File: src/logic/lcdPkg.sv
////////////////////////////////////////
// shared types and constants for the LCD output path
// transmit word views, panel opcodes and the power-up list
// import into any block that builds or decodes SPI words
////////////////////////////////////////
`default_nettype none

package lcdPkg;

	// one transmit word, read as a control byte or as a pixel
	typedef union packed {
		struct packed {
			logic [5:0] unused;
			logic dcx;       // 0 command, 1 data
			logic csRelease; // raise CSX, shift nothing
			logic [7:0] payload;
		} ctrl;
		logic [15:0] pixel; // RGB565
	} lcdWord_t;

	localparam logic [7:0] CMD_RAMWR = 8'h2C; // memory write
	localparam int COUNT_W = 16;              // pixel count width
	localparam int INIT_LEN = 6;

	// power-up list, MADCTL stays at its reset default
	localparam lcdWord_t INIT_TABLE [INIT_LEN] = '{
		16'h0001, // software reset
		16'h0011, // sleep out
		16'h003A, // pixel format set
		16'h0255, // 16 bpp on both interfaces, data
		16'h0029, // display on
		16'h0100  // release CSX
	};

endpackage

`default_nettype wire

File: src/logic/lcdBus.sv
////////////////////////////////////////
// link between one requester and the arbiter
// requester holds req for a whole burst, strobes on grant
// ungranted side always sees busy high
////////////////////////////////////////
`timescale 1ns/1ps
`default_nettype none

interface lcdBus import lcdPkg::*; ();

	logic req;      // level, held for the burst
	logic grant;    // held while req stays high
	logic load;     // byte or release strobe
	logic load16;   // pixel word strobe
	lcdWord_t word;
	logic busy;

	modport requester (output req, load, load16, word, input grant, busy);

	// arbiter side
	modport transmitter (input req, load, load16, word, output grant, busy);

endinterface

`default_nettype wire

File: src/logic/lcdArbiter.sv
////////////////////////////////////////
// shares the SPI master between init and fill
// init wins on an idle bus, a grant lasts the whole burst
////////////////////////////////////////
`timescale 1ns/1ps
`default_nettype none

module lcdArbiter import lcdPkg::*; (
	input wire clk,
	input wire reset,
	lcdBus.transmitter initBus,
	lcdBus.transmitter fillBus,
	output logic load,
	output logic load16,
	output lcdWord_t word,
	input wire busy
);

	logic owner;   // 0 init, 1 fill
	logic locked;  // burst in progress
	logic ownerReq;
	logic initGrant;
	logic fillGrant;

	assign ownerReq = owner ? fillBus.req : initBus.req;

	always_ff @(posedge clk) begin
		if (reset) begin
			owner <= 1'b0;
			locked <= 1'b0;
		end else if (!locked) begin
			if (initBus.req) begin
				owner <= 1'b0; // fixed priority
				locked <= 1'b1;
			end else if (fillBus.req) begin
				owner <= 1'b1;
				locked <= 1'b1;
			end
		end else if (!ownerReq) begin
			locked <= 1'b0; // burst over, rearbitrate next cycle
		end
	end

	assign initGrant = locked & ~owner;
	assign fillGrant = locked & owner;
	assign initBus.grant = initGrant;
	assign fillBus.grant = fillGrant;
	assign initBus.busy = initGrant ? busy : 1'b1; // loser stalls
	assign fillBus.busy = fillGrant ? busy : 1'b1;

	// only the owner reaches the transmitter
	always_comb begin
		load = 1'b0;
		load16 = 1'b0;
		word = '0;
		if (initGrant) begin
			load = initBus.load;
			load16 = initBus.load16;
			word = initBus.word;
		end else if (fillGrant) begin
			load = fillBus.load;
			load16 = fillBus.load16;
			word = fillBus.word;
		end
	end

endmodule

`default_nettype wire

File: src/logic/lcdInitSequencer.sv
////////////////////////////////////////
// plays the package power-up list once after reset
// initDone goes high after the closing release is loaded
////////////////////////////////////////
`timescale 1ns/1ps
`default_nettype none

module lcdInitSequencer import lcdPkg::*; (
	input wire clk,
	input wire reset,
	lcdBus.requester bus,
	output logic initDone
);

	localparam int IDX_W = $clog2(INIT_LEN);
	localparam logic [IDX_W-1:0] LAST_IDX = IDX_W'(INIT_LEN - 1);

	logic [IDX_W-1:0] idx; // next table entry
	logic loadPending;     // busy not yet up after a load
	logic issue;
	logic reqReg;

	assign issue = bus.grant & ~bus.busy & ~loadPending & ~initDone;

	always_ff @(posedge clk) begin
		if (reset) begin
			idx <= '0;
			loadPending <= 1'b0;
			initDone <= 1'b0;
			reqReg <= 1'b0;
		end else begin
			loadPending <= issue;
			if (!initDone)
				reqReg <= 1'b1; // ask right away after reset
			if (issue) begin
				if (idx == LAST_IDX) begin
					reqReg <= 1'b0; // release entry just went out
					initDone <= 1'b1;
				end else begin
					idx <= idx + 1'b1;
				end
			end
		end
	end

	assign bus.req = reqReg;
	assign bus.load = issue;  // every entry is a byte or a release
	assign bus.load16 = 1'b0;
	assign bus.word = INIT_TABLE[idx];

endmodule

`default_nettype wire

File: src/logic/lcdPixelFill.sv
////////////////////////////////////////
// streams one colour into panel memory
// RAMWR, then fillCount pixels, then a release
// fillStart is ignored while fillBusy is high
////////////////////////////////////////
`timescale 1ns/1ps
`default_nettype none

module lcdPixelFill import lcdPkg::*; (
	input wire clk,
	input wire reset,
	input wire fillStart,
	input wire [15:0] fillColor,
	input wire [COUNT_W-1:0] fillCount,
	lcdBus.requester bus,
	output logic fillBusy
);

	localparam logic [1:0] IDLE = 2'd0;
	localparam logic [1:0] CMD = 2'd1;
	localparam logic [1:0] PIXELS = 2'd2;
	localparam logic [1:0] RELEASE = 2'd3;

	logic [1:0] state;
	logic [15:0] color;              // captured at start
	logic [COUNT_W-1:0] remaining;   // pixels still to send
	logic loadPending;
	logic canLoad;
	lcdWord_t txWord;

	assign canLoad = bus.grant & ~bus.busy & ~loadPending;

	always_ff @(posedge clk) begin
		if (reset) begin
			state <= IDLE;
			loadPending <= 1'b0;
		end else begin
			loadPending <= bus.load | bus.load16;
			case (state)
				IDLE: if (fillStart) state <= CMD;
				CMD: if (canLoad) state <= (remaining == '0) ? RELEASE : PIXELS;
				PIXELS: if (canLoad && remaining == COUNT_W'(1)) state <= RELEASE;
				RELEASE: if (canLoad) state <= IDLE; // req drops with it
			endcase
		end
	end

	always_ff @(posedge clk) begin
		if (state == IDLE && fillStart) begin
			color <= fillColor;
			remaining <= fillCount;
		end else if (state == PIXELS && canLoad) begin
			remaining <= remaining - 1'b1;
		end
	end

	always_comb begin
		txWord = '0;
		case (state)
			CMD: txWord.ctrl.payload = CMD_RAMWR; // command, dcx 0
			PIXELS: txWord.pixel = color;
			RELEASE: txWord.ctrl.csRelease = 1'b1;
			default: txWord = '0;
		endcase
	end

	assign fillBusy = (state != IDLE);
	assign bus.req = fillBusy;
	assign bus.load = canLoad & (state == CMD || state == RELEASE);
	assign bus.load16 = canLoad & (state == PIXELS);
	assign bus.word = txWord;

endmodule

`default_nettype wire

File: src/logic/lcdSpi.sv
////////////////////////////////////////
// write-only 4-wire SPI master for the panel
// load sends a byte or releases CSX, load16 sends a pixel
// strobe only while busy is low
////////////////////////////////////////
`timescale 1ns/1ps
`default_nettype none

module lcdSpi import lcdPkg::*; #(
	parameter int SCK_DIV_LOG2 = 1 // SCK period is 2**SCK_DIV_LOG2 clocks, min 1
) (
	input wire clk,
	input wire reset,
	input wire load,        // byte or release
	input wire load16,      // pixel word
	input wire lcdWord_t word,
	output logic busy,
	output logic DCX,       // 0 command, 1 data
	output logic CSX,       // chip select, active low
	output logic SDO,
	output logic SCK
);

	localparam int CNT_W = SCK_DIV_LOG2 + 4; // enough for 16 SCK periods
	localparam logic [CNT_W-1:0] BYTE_LAST = CNT_W'((8 << SCK_DIV_LOG2) - 1);
	localparam logic [CNT_W-1:0] WORD_LAST = '1;

	logic [15:0] shiftReg;      // MSB goes out first
	logic [CNT_W-1:0] cycleCnt; // clocks into the current transfer
	logic isWord;               // 16-bit transfer in flight
	logic csxReg;
	logic dcxReg;
	logic startByte;
	logic lastCycle;
	logic sckFall;

	// a release command starts nothing on the wire
	assign startByte = load & ~word.ctrl.csRelease & ~busy;
	assign lastCycle = busy & (cycleCnt == (isWord ? WORD_LAST : BYTE_LAST));
	// last clock of the high half, next bit goes out here
	assign sckFall = busy & (&cycleCnt[SCK_DIV_LOG2-1:0]);

	always_ff @(posedge clk) begin
		if (reset) begin
			busy <= 1'b0;
			isWord <= 1'b0;
			cycleCnt <= '0;
		end else if (!busy && (startByte || load16)) begin
			busy <= 1'b1;
			isWord <= load16;
			cycleCnt <= '0;
		end else if (busy) begin
			cycleCnt <= cycleCnt + 1'b1;
			if (lastCycle)
				busy <= 1'b0; // done after 8 or 16 SCK periods
		end
	end

	// payload register, MSB aligned for both views
	always_ff @(posedge clk) begin
		if (!busy && load16)
			shiftReg <= word.pixel;
		else if (startByte)
			shiftReg <= {word.ctrl.payload, 8'h00};
		else if (sckFall)
			shiftReg <= {shiftReg[14:0], 1'b0};
	end

	// CSX and DCX hold their level between transfers
	always_ff @(posedge clk) begin
		if (reset) begin
			csxReg <= 1'b1; // deselected until the first command
			dcxReg <= 1'b0;
		end else if (!busy && load16) begin
			csxReg <= 1'b0;
			dcxReg <= 1'b1; // pixels are always data
		end else if (!busy && load) begin
			csxReg <= word.ctrl.csRelease;
			dcxReg <= word.ctrl.dcx;
		end
	end

	// select drops on the load cycle itself for setup margin
	assign CSX = (startByte || (load16 && !busy)) ? 1'b0 : csxReg;
	assign DCX = dcxReg;
	assign SDO = busy & shiftReg[15];
	assign SCK = busy & cycleCnt[SCK_DIV_LOG2-1]; // low half first

endmodule

`default_nettype wire

File: src/logic/lcdSubsystem.sv
////////////////////////////////////////
// LCD output top, init and fill share one SPI master
// pulse fillStart once initDone is high or queue it early
////////////////////////////////////////
`timescale 1ns/1ps
`default_nettype none

module lcdSubsystem import lcdPkg::*; #(
	parameter int SCK_DIV_LOG2 = 1 // raise for slower panels
) (
	input wire clk,
	input wire reset,
	input wire fillStart,
	input wire [15:0] fillColor,      // RGB565
	input wire [COUNT_W-1:0] fillCount,
	output logic initDone,
	output logic fillBusy,
	output logic DCX,
	output logic CSX,
	output logic SDO,
	output logic SCK
);

	lcdBus initBus ();
	lcdBus fillBus ();

	// granted requester to transmitter
	logic load;
	logic load16;
	lcdWord_t word;
	logic busy;

	lcdInitSequencer lcdInitSequencer_inst (
		.clk(clk),
		.reset(reset),
		.bus(initBus.requester),
		.initDone(initDone)
	);

	lcdPixelFill lcdPixelFill_inst (
		.clk(clk),
		.reset(reset),
		.fillStart(fillStart),
		.fillColor(fillColor),
		.fillCount(fillCount),
		.bus(fillBus.requester),
		.fillBusy(fillBusy)
	);

	lcdArbiter lcdArbiter_inst (
		.clk(clk),
		.reset(reset),
		.initBus(initBus.transmitter),
		.fillBus(fillBus.transmitter),
		.load(load),
		.load16(load16),
		.word(word),
		.busy(busy)
	);

	lcdSpi #(
		.SCK_DIV_LOG2(SCK_DIV_LOG2)
	) lcdSpi_inst (
		.clk(clk),
		.reset(reset),
		.load(load),
		.load16(load16),
		.word(word),
		.busy(busy),
		.DCX(DCX),
		.CSX(CSX),
		.SDO(SDO),
		.SCK(SCK)
	);

endmodule

`default_nettype wire

File: config.mk
export PLATFORM = sky130hd
export DESIGN_NAME = lcdSubsystem
export DESIGN_NICKNAME = d
export VERILOG_FILES = /design/src/logic/lcdPkg.sv /design/src/logic/lcdBus.sv /design/src/logic/lcdArbiter.sv /design/src/logic/lcdInitSequencer.sv /design/src/logic/lcdPixelFill.sv /design/src/logic/lcdSpi.sv /design/src/logic/lcdSubsystem.sv
export SDC_FILE = /design/constraint.sdc
export NUM_CORES = 1
export LEC_CHECK = 0
export ABC_AREA = 1
export BUFFER_PORTS_ARGS = -buffer_cell sky130_fd_sc_hd__buf_2
export CAP_MARGIN = 10
export CORE_MARGIN = 4
export CORE_UTILIZATION = 60
export CTS_CLUSTER_DIAMETER = 150
export DETAILED_ROUTE_END_ITERATION = 6
export PLACE_DENSITY = 0.86
export SLEW_MARGIN = 30
export SYNTH_ARGS = -nofsm -noshare
export SYNTH_HDL_FRONTEND = slang
export SYNTH_SLANG_ARGS = --single-unit
File: constraint.sdc
create_clock -name clk -period 4.6 [get_ports clk]
set_clock_uncertainty 0.05 [all_clocks]
set_input_delay 0.23 -clock clk [delete_from_list [all_inputs] [get_ports clk]]
set_output_delay 0.23 -clock clk [all_outputs]
set_load 0.01 [all_outputs]
==> parameters.txt <==
Parameter                              Value

Pwr
  Peak VDD IR    0.299 mV
  Overall power after layout    2.15 mW
  Power Dens Cells    535 mW/mm^2
  Lkg Pwr    1.70 nW

Final layout
  Post-layout nets    490
  Highest-count cells in the layout ignoring fill and taps    sky130_fd_sc_hd__nand2_1 (84), sky130_fd_sc_hd__nor2_1 (49), sky130_fd_sc_hd__edfxtp_1 (48), sky130_fd_sc_hd__buf_2 (40), sky130_fd_sc_hd__inv_1 (36)
  Most common cell after layout, fill and taps aside    sky130_fd_sc_hd__nand2_1
  Count of non-filler cells in the finished layout    517
  Share of layout cells above drive strength 1    16.4%
  Syn-to-layout area delta    15.5%
  Count of antenna diodes in the layout    0
  Design area    0.00402 sq mm
  Fillers    392

Synth
  Syn Std Cell Area    0.00348 sq mm
  Share of synthesized flip-flops with an asynchronous set or reset    0%
  Yosys Warn Count    0
  Share of synthesized area occupied by flip-flops and latches    52.9%
  Post-synthesis register bit count    68
  Avg Cell Area, Syn    8.97 sq um
  Most common flop cell mapped by yosys    sky130_fd_sc_hd__edfxtp_1
  Cells after synthesis    388
  Number of synthesized flops with an enable pin    48
  Net count after synthesis    438
  Netlist cell types    33

Clocking
  Total number of clock tree sinks    68
  Cts bufs inserted    9
  CTS max path bufs    2
  Cell at the root of the clock tree    sky130_fd_sc_hd__clkbuf_8
  Number of levels the H-tree was split into    3
  CTS tree    yes
  Clock network latency to the later pin of the worst-skew pair    340 ps
  Clock input transition at the sequential cells of the worst setup and hold paths    70 ps
  Number of instances resized during post-cts repair    0

Critical path
  Critical Path Max Stage Delay    590 ps
  Largest driver fanout on the critical path    28
  List of cells traversed by the critical path    inv_1 > ha_1 > inv_1 > nor2_2 > inv_2 > nand2_1
  Library cell contributing the largest single delay on the critical path    sky130_fd_sc_hd__nand2_1
  Data arrival time of the critical path    2570 ps
  Data required time of the critical path    4520 ps
  Critical path type    reg2reg
  Register-to-register path setup slack    1950 ps
  Depth of the worst register-to-register path    6
  Most frequent cell on the critical path    sky130_fd_sc_hd__inv_1
  Worst Setup End Kind    register
  Kind of launch point of the worst setup path    register
  Worst reg2reg path startpoint    lcdPixelFill_inst.state[0]$_SDFFE_PP0P_
  FF-to-FF End    lcdPixelFill_inst.remaining[5]$_DFFE_PP_

GRT
  Total Routing Usage GR    21.2%
  GRT Residual Overflow    0
  Number of global-route vias before repair    2563
  Initial antenna violation count    0
  Global-route wire length before repair    11800 um
  Pin count of the biggest net entering global routing    29

Floorplan
  Initial core utilization    62.4%
  Full die area    0.00708 sq mm
  Vertical die dimension    84.2 um
  Core ar.    0.00557 sq mm
  Die width    84.2 um
  Count of boundary I/O pins    41
  Number of standard-cell rows in the floorplan    27

STA
  Total of endpoints with negative setup slack in the final report    0
  Tcrit/Tclk final    57.6%
  Max Clock Freq    378 MHz
  Max-slew headroom    56.0%
  Final number of max-transition violations    0
  Hold WS    17.9 ps
  Final hold viol count    0
  Setup repair after global routing missed its margin    false
  Final critical path time including I/O delays and setup    2650 ps
  Actual slew at the worst max-slew pin    658 ps
  Post-route setup TNS    0 ps

Min path
  Launch point of the worst hold path    fillColor[14]
  Worst hold path type    in2reg
  Cell depth of the worst min-delay path    1
  End point of the most critical hold path    lcdPixelFill_inst.color[14]$_DFFE_PP_

Routing
  DRC errors left    0
  Vias after detailed routing    2768
  Number of DRC markers in iteration 0    197
  Routed length per placed instance    14.1 um
  Number of vias per cell    5.35
  First-pass iteration count of the detailed router    4
  Residual antenna-violating net count after detailed routing    0
  Final WL    7300 um

Run
  Max-Cap Viols    0

Run status
  Result of the run    finished clean

Placement
  Inst Count DP    492
  Post-detail-place hpwl    5100 um
  Total of buffers placed on input and output ports    40
  Gp weighted congestion    0.849
  Area of placed instances    0.00372 sq mm
[power breakdown]
| group | switching, mW | internal [mW] |
|---|---|---|
| Clock | 0.212 | 0.294 |
| Combinational | 0.424 | 0.219 |
| Sequential | 0.110 | 0.890 |
| Total | 0.746 | 1.40 |
[critical path, delay by kind of cell, from the launching register on]
family	cells	cell delay, ps
flip-flops	1	360
buffers and inverters	3	590
AND/OR/NAND/NOR	2	1000
adder cells (fa/ha/maj)	1	280
[worst max-delay path by stage]
stage	start	to	cells past startpoint
2_1_floorplan	lcdPixelFill_inst.state[0]$_SDFFE_PP0P_	lcdPixelFill_inst.remaining[0]$_DFFE_PP_	6
3_3_place_gp	lcdPixelFill_inst.state[0]$_SDFFE_PP0P_	lcdPixelFill_inst.remaining[6]$_DFFE_PP_	6
3_5_place_dp	lcdPixelFill_inst.state[0]$_SDFFE_PP0P_	lcdPixelFill_inst.remaining[6]$_DFFE_PP_	6
4_1_cts	lcdPixelFill_inst.state[0]$_SDFFE_PP0P_	lcdPixelFill_inst.remaining[0]$_DFFE_PP_	6
5_1_grt	lcdPixelFill_inst.state[0]$_SDFFE_PP0P_	lcdPixelFill_inst.remaining[12]$_DFFE_PP_	6
6_report	lcdPixelFill_inst.state[0]$_SDFFE_PP0P_	lcdPixelFill_inst.remaining[5]$_DFFE_PP_	6
[layer usage]
layer / vias to the layer above / wire length, um / global-route usage [%]
met5: - / 0 / 0
met4: 0 / 160 / 9.06
met3: 14 / 390 / 5.20
met2: 78 / 3530 / 34.1
met1: 1285 / 3220 / 27.4
li1: 1391 / - / -
[cells in the mapped netlist, types with 2 or more instances]
cell,n,area share [%]
sky130_fd_sc_hd__nand2_1,84,9.1
sky130_fd_sc_hd__nor2_1,49,5.3
sky130_fd_sc_hd__edfxtp_1,48,41
sky130_fd_sc_hd__inv_1,36,3.9
sky130_fd_sc_hd__a21oi_1,28,4.0
sky130_fd_sc_hd__nand3_1,25,3.6
sky130_fd_sc_hd__dfxtp_1,20,12
sky130_fd_sc_hd__o21ai_0,20,2.9
sky130_fd_sc_hd__ha_1,15,5.4
sky130_fd_sc_hd__xor2_1,11,2.8
sky130_fd_sc_hd__o21ai_1,7,1.0
sky130_fd_sc_hd__nor3_1,5,0.72
sky130_fd_sc_hd__nand2_2,4,0.72
sky130_fd_sc_hd__xnor2_1,4,1.0
sky130_fd_sc_hd__buf_2,3,0.43
sky130_fd_sc_hd__clkbuf_1,3,0.32
sky130_fd_sc_hd__inv_2,3,0.32
sky130_fd_sc_hd__nand3_2,3,0.86
sky130_fd_sc_hd__a31oi_1,2,0.36
sky130_fd_sc_hd__buf_6,2,0.65
sky130_fd_sc_hd__nand2_4,2,0.65
sky130_fd_sc_hd__nor2_2,2,0.36
sky130_fd_sc_hd__nor2_4,2,0.65
[final cells by class]
| class | instances | area [sq um] | area share, % |
|---|---|---|---|
| clock buffer | 14 | 173 | 4.30 |
| clock inverter | 2 | 33.8 | 0.841 |
| inverter | 40 | 150 | 3.74 |
| multi-input combinational | 271 | 1430 | 35.6 |
| sequential | 68 | 1840 | 45.8 |
| tap | 72 | 90.1 | 2.24 |
| timing repair buffer | 50 | 298 | 7.41 |
[per-stage QoR]
stage	util, %	worst slack (ps)
final	72.1	1950
after global routing	72.1	1740
after CTS	72.1	1990
after detailed placement	66.8	2000
after global placement	66.8	2100
after floorplan	-	2590
[flip-flops by register name, summed over array words and instances (netlist names), 2 cells and up]
| name | count |
|---|---|
| lcdPixelFill_inst.state | 2 |
| lcdInitSequencer_inst.idx | 3 |
| lcdSpi_inst.cycleCnt | 5 |
| lcdSpi_inst.shiftReg | 16 |
| lcdPixelFill_inst.remaining | 16 |
| lcdPixelFill_inst.color | 16 |
[cell families (layout without fill, tap and decap cells)]
family                   after synthesis  count (layout)  synth area share, %
AO/OA/AOI/OAI                         62              62                 9.53
XOR/XNOR                              15              15                 3.78
adder cells (fa/ha/maj)               15              15                 5.39
AND/OR/NAND/NOR                      179             179                 22.4
buffers and inverters                 49             106                 5.93
flip-flops                            68              68                 52.9
[repair_timing]
| action | CTS | global route |
|---|---|---|
| setup buffers | 0 | 0 |
| hold buffers | 9 | 0 |
| hold endpoints to repair | 9 | 0 |
Note: power is estimated with default switching activity, not from simulation.
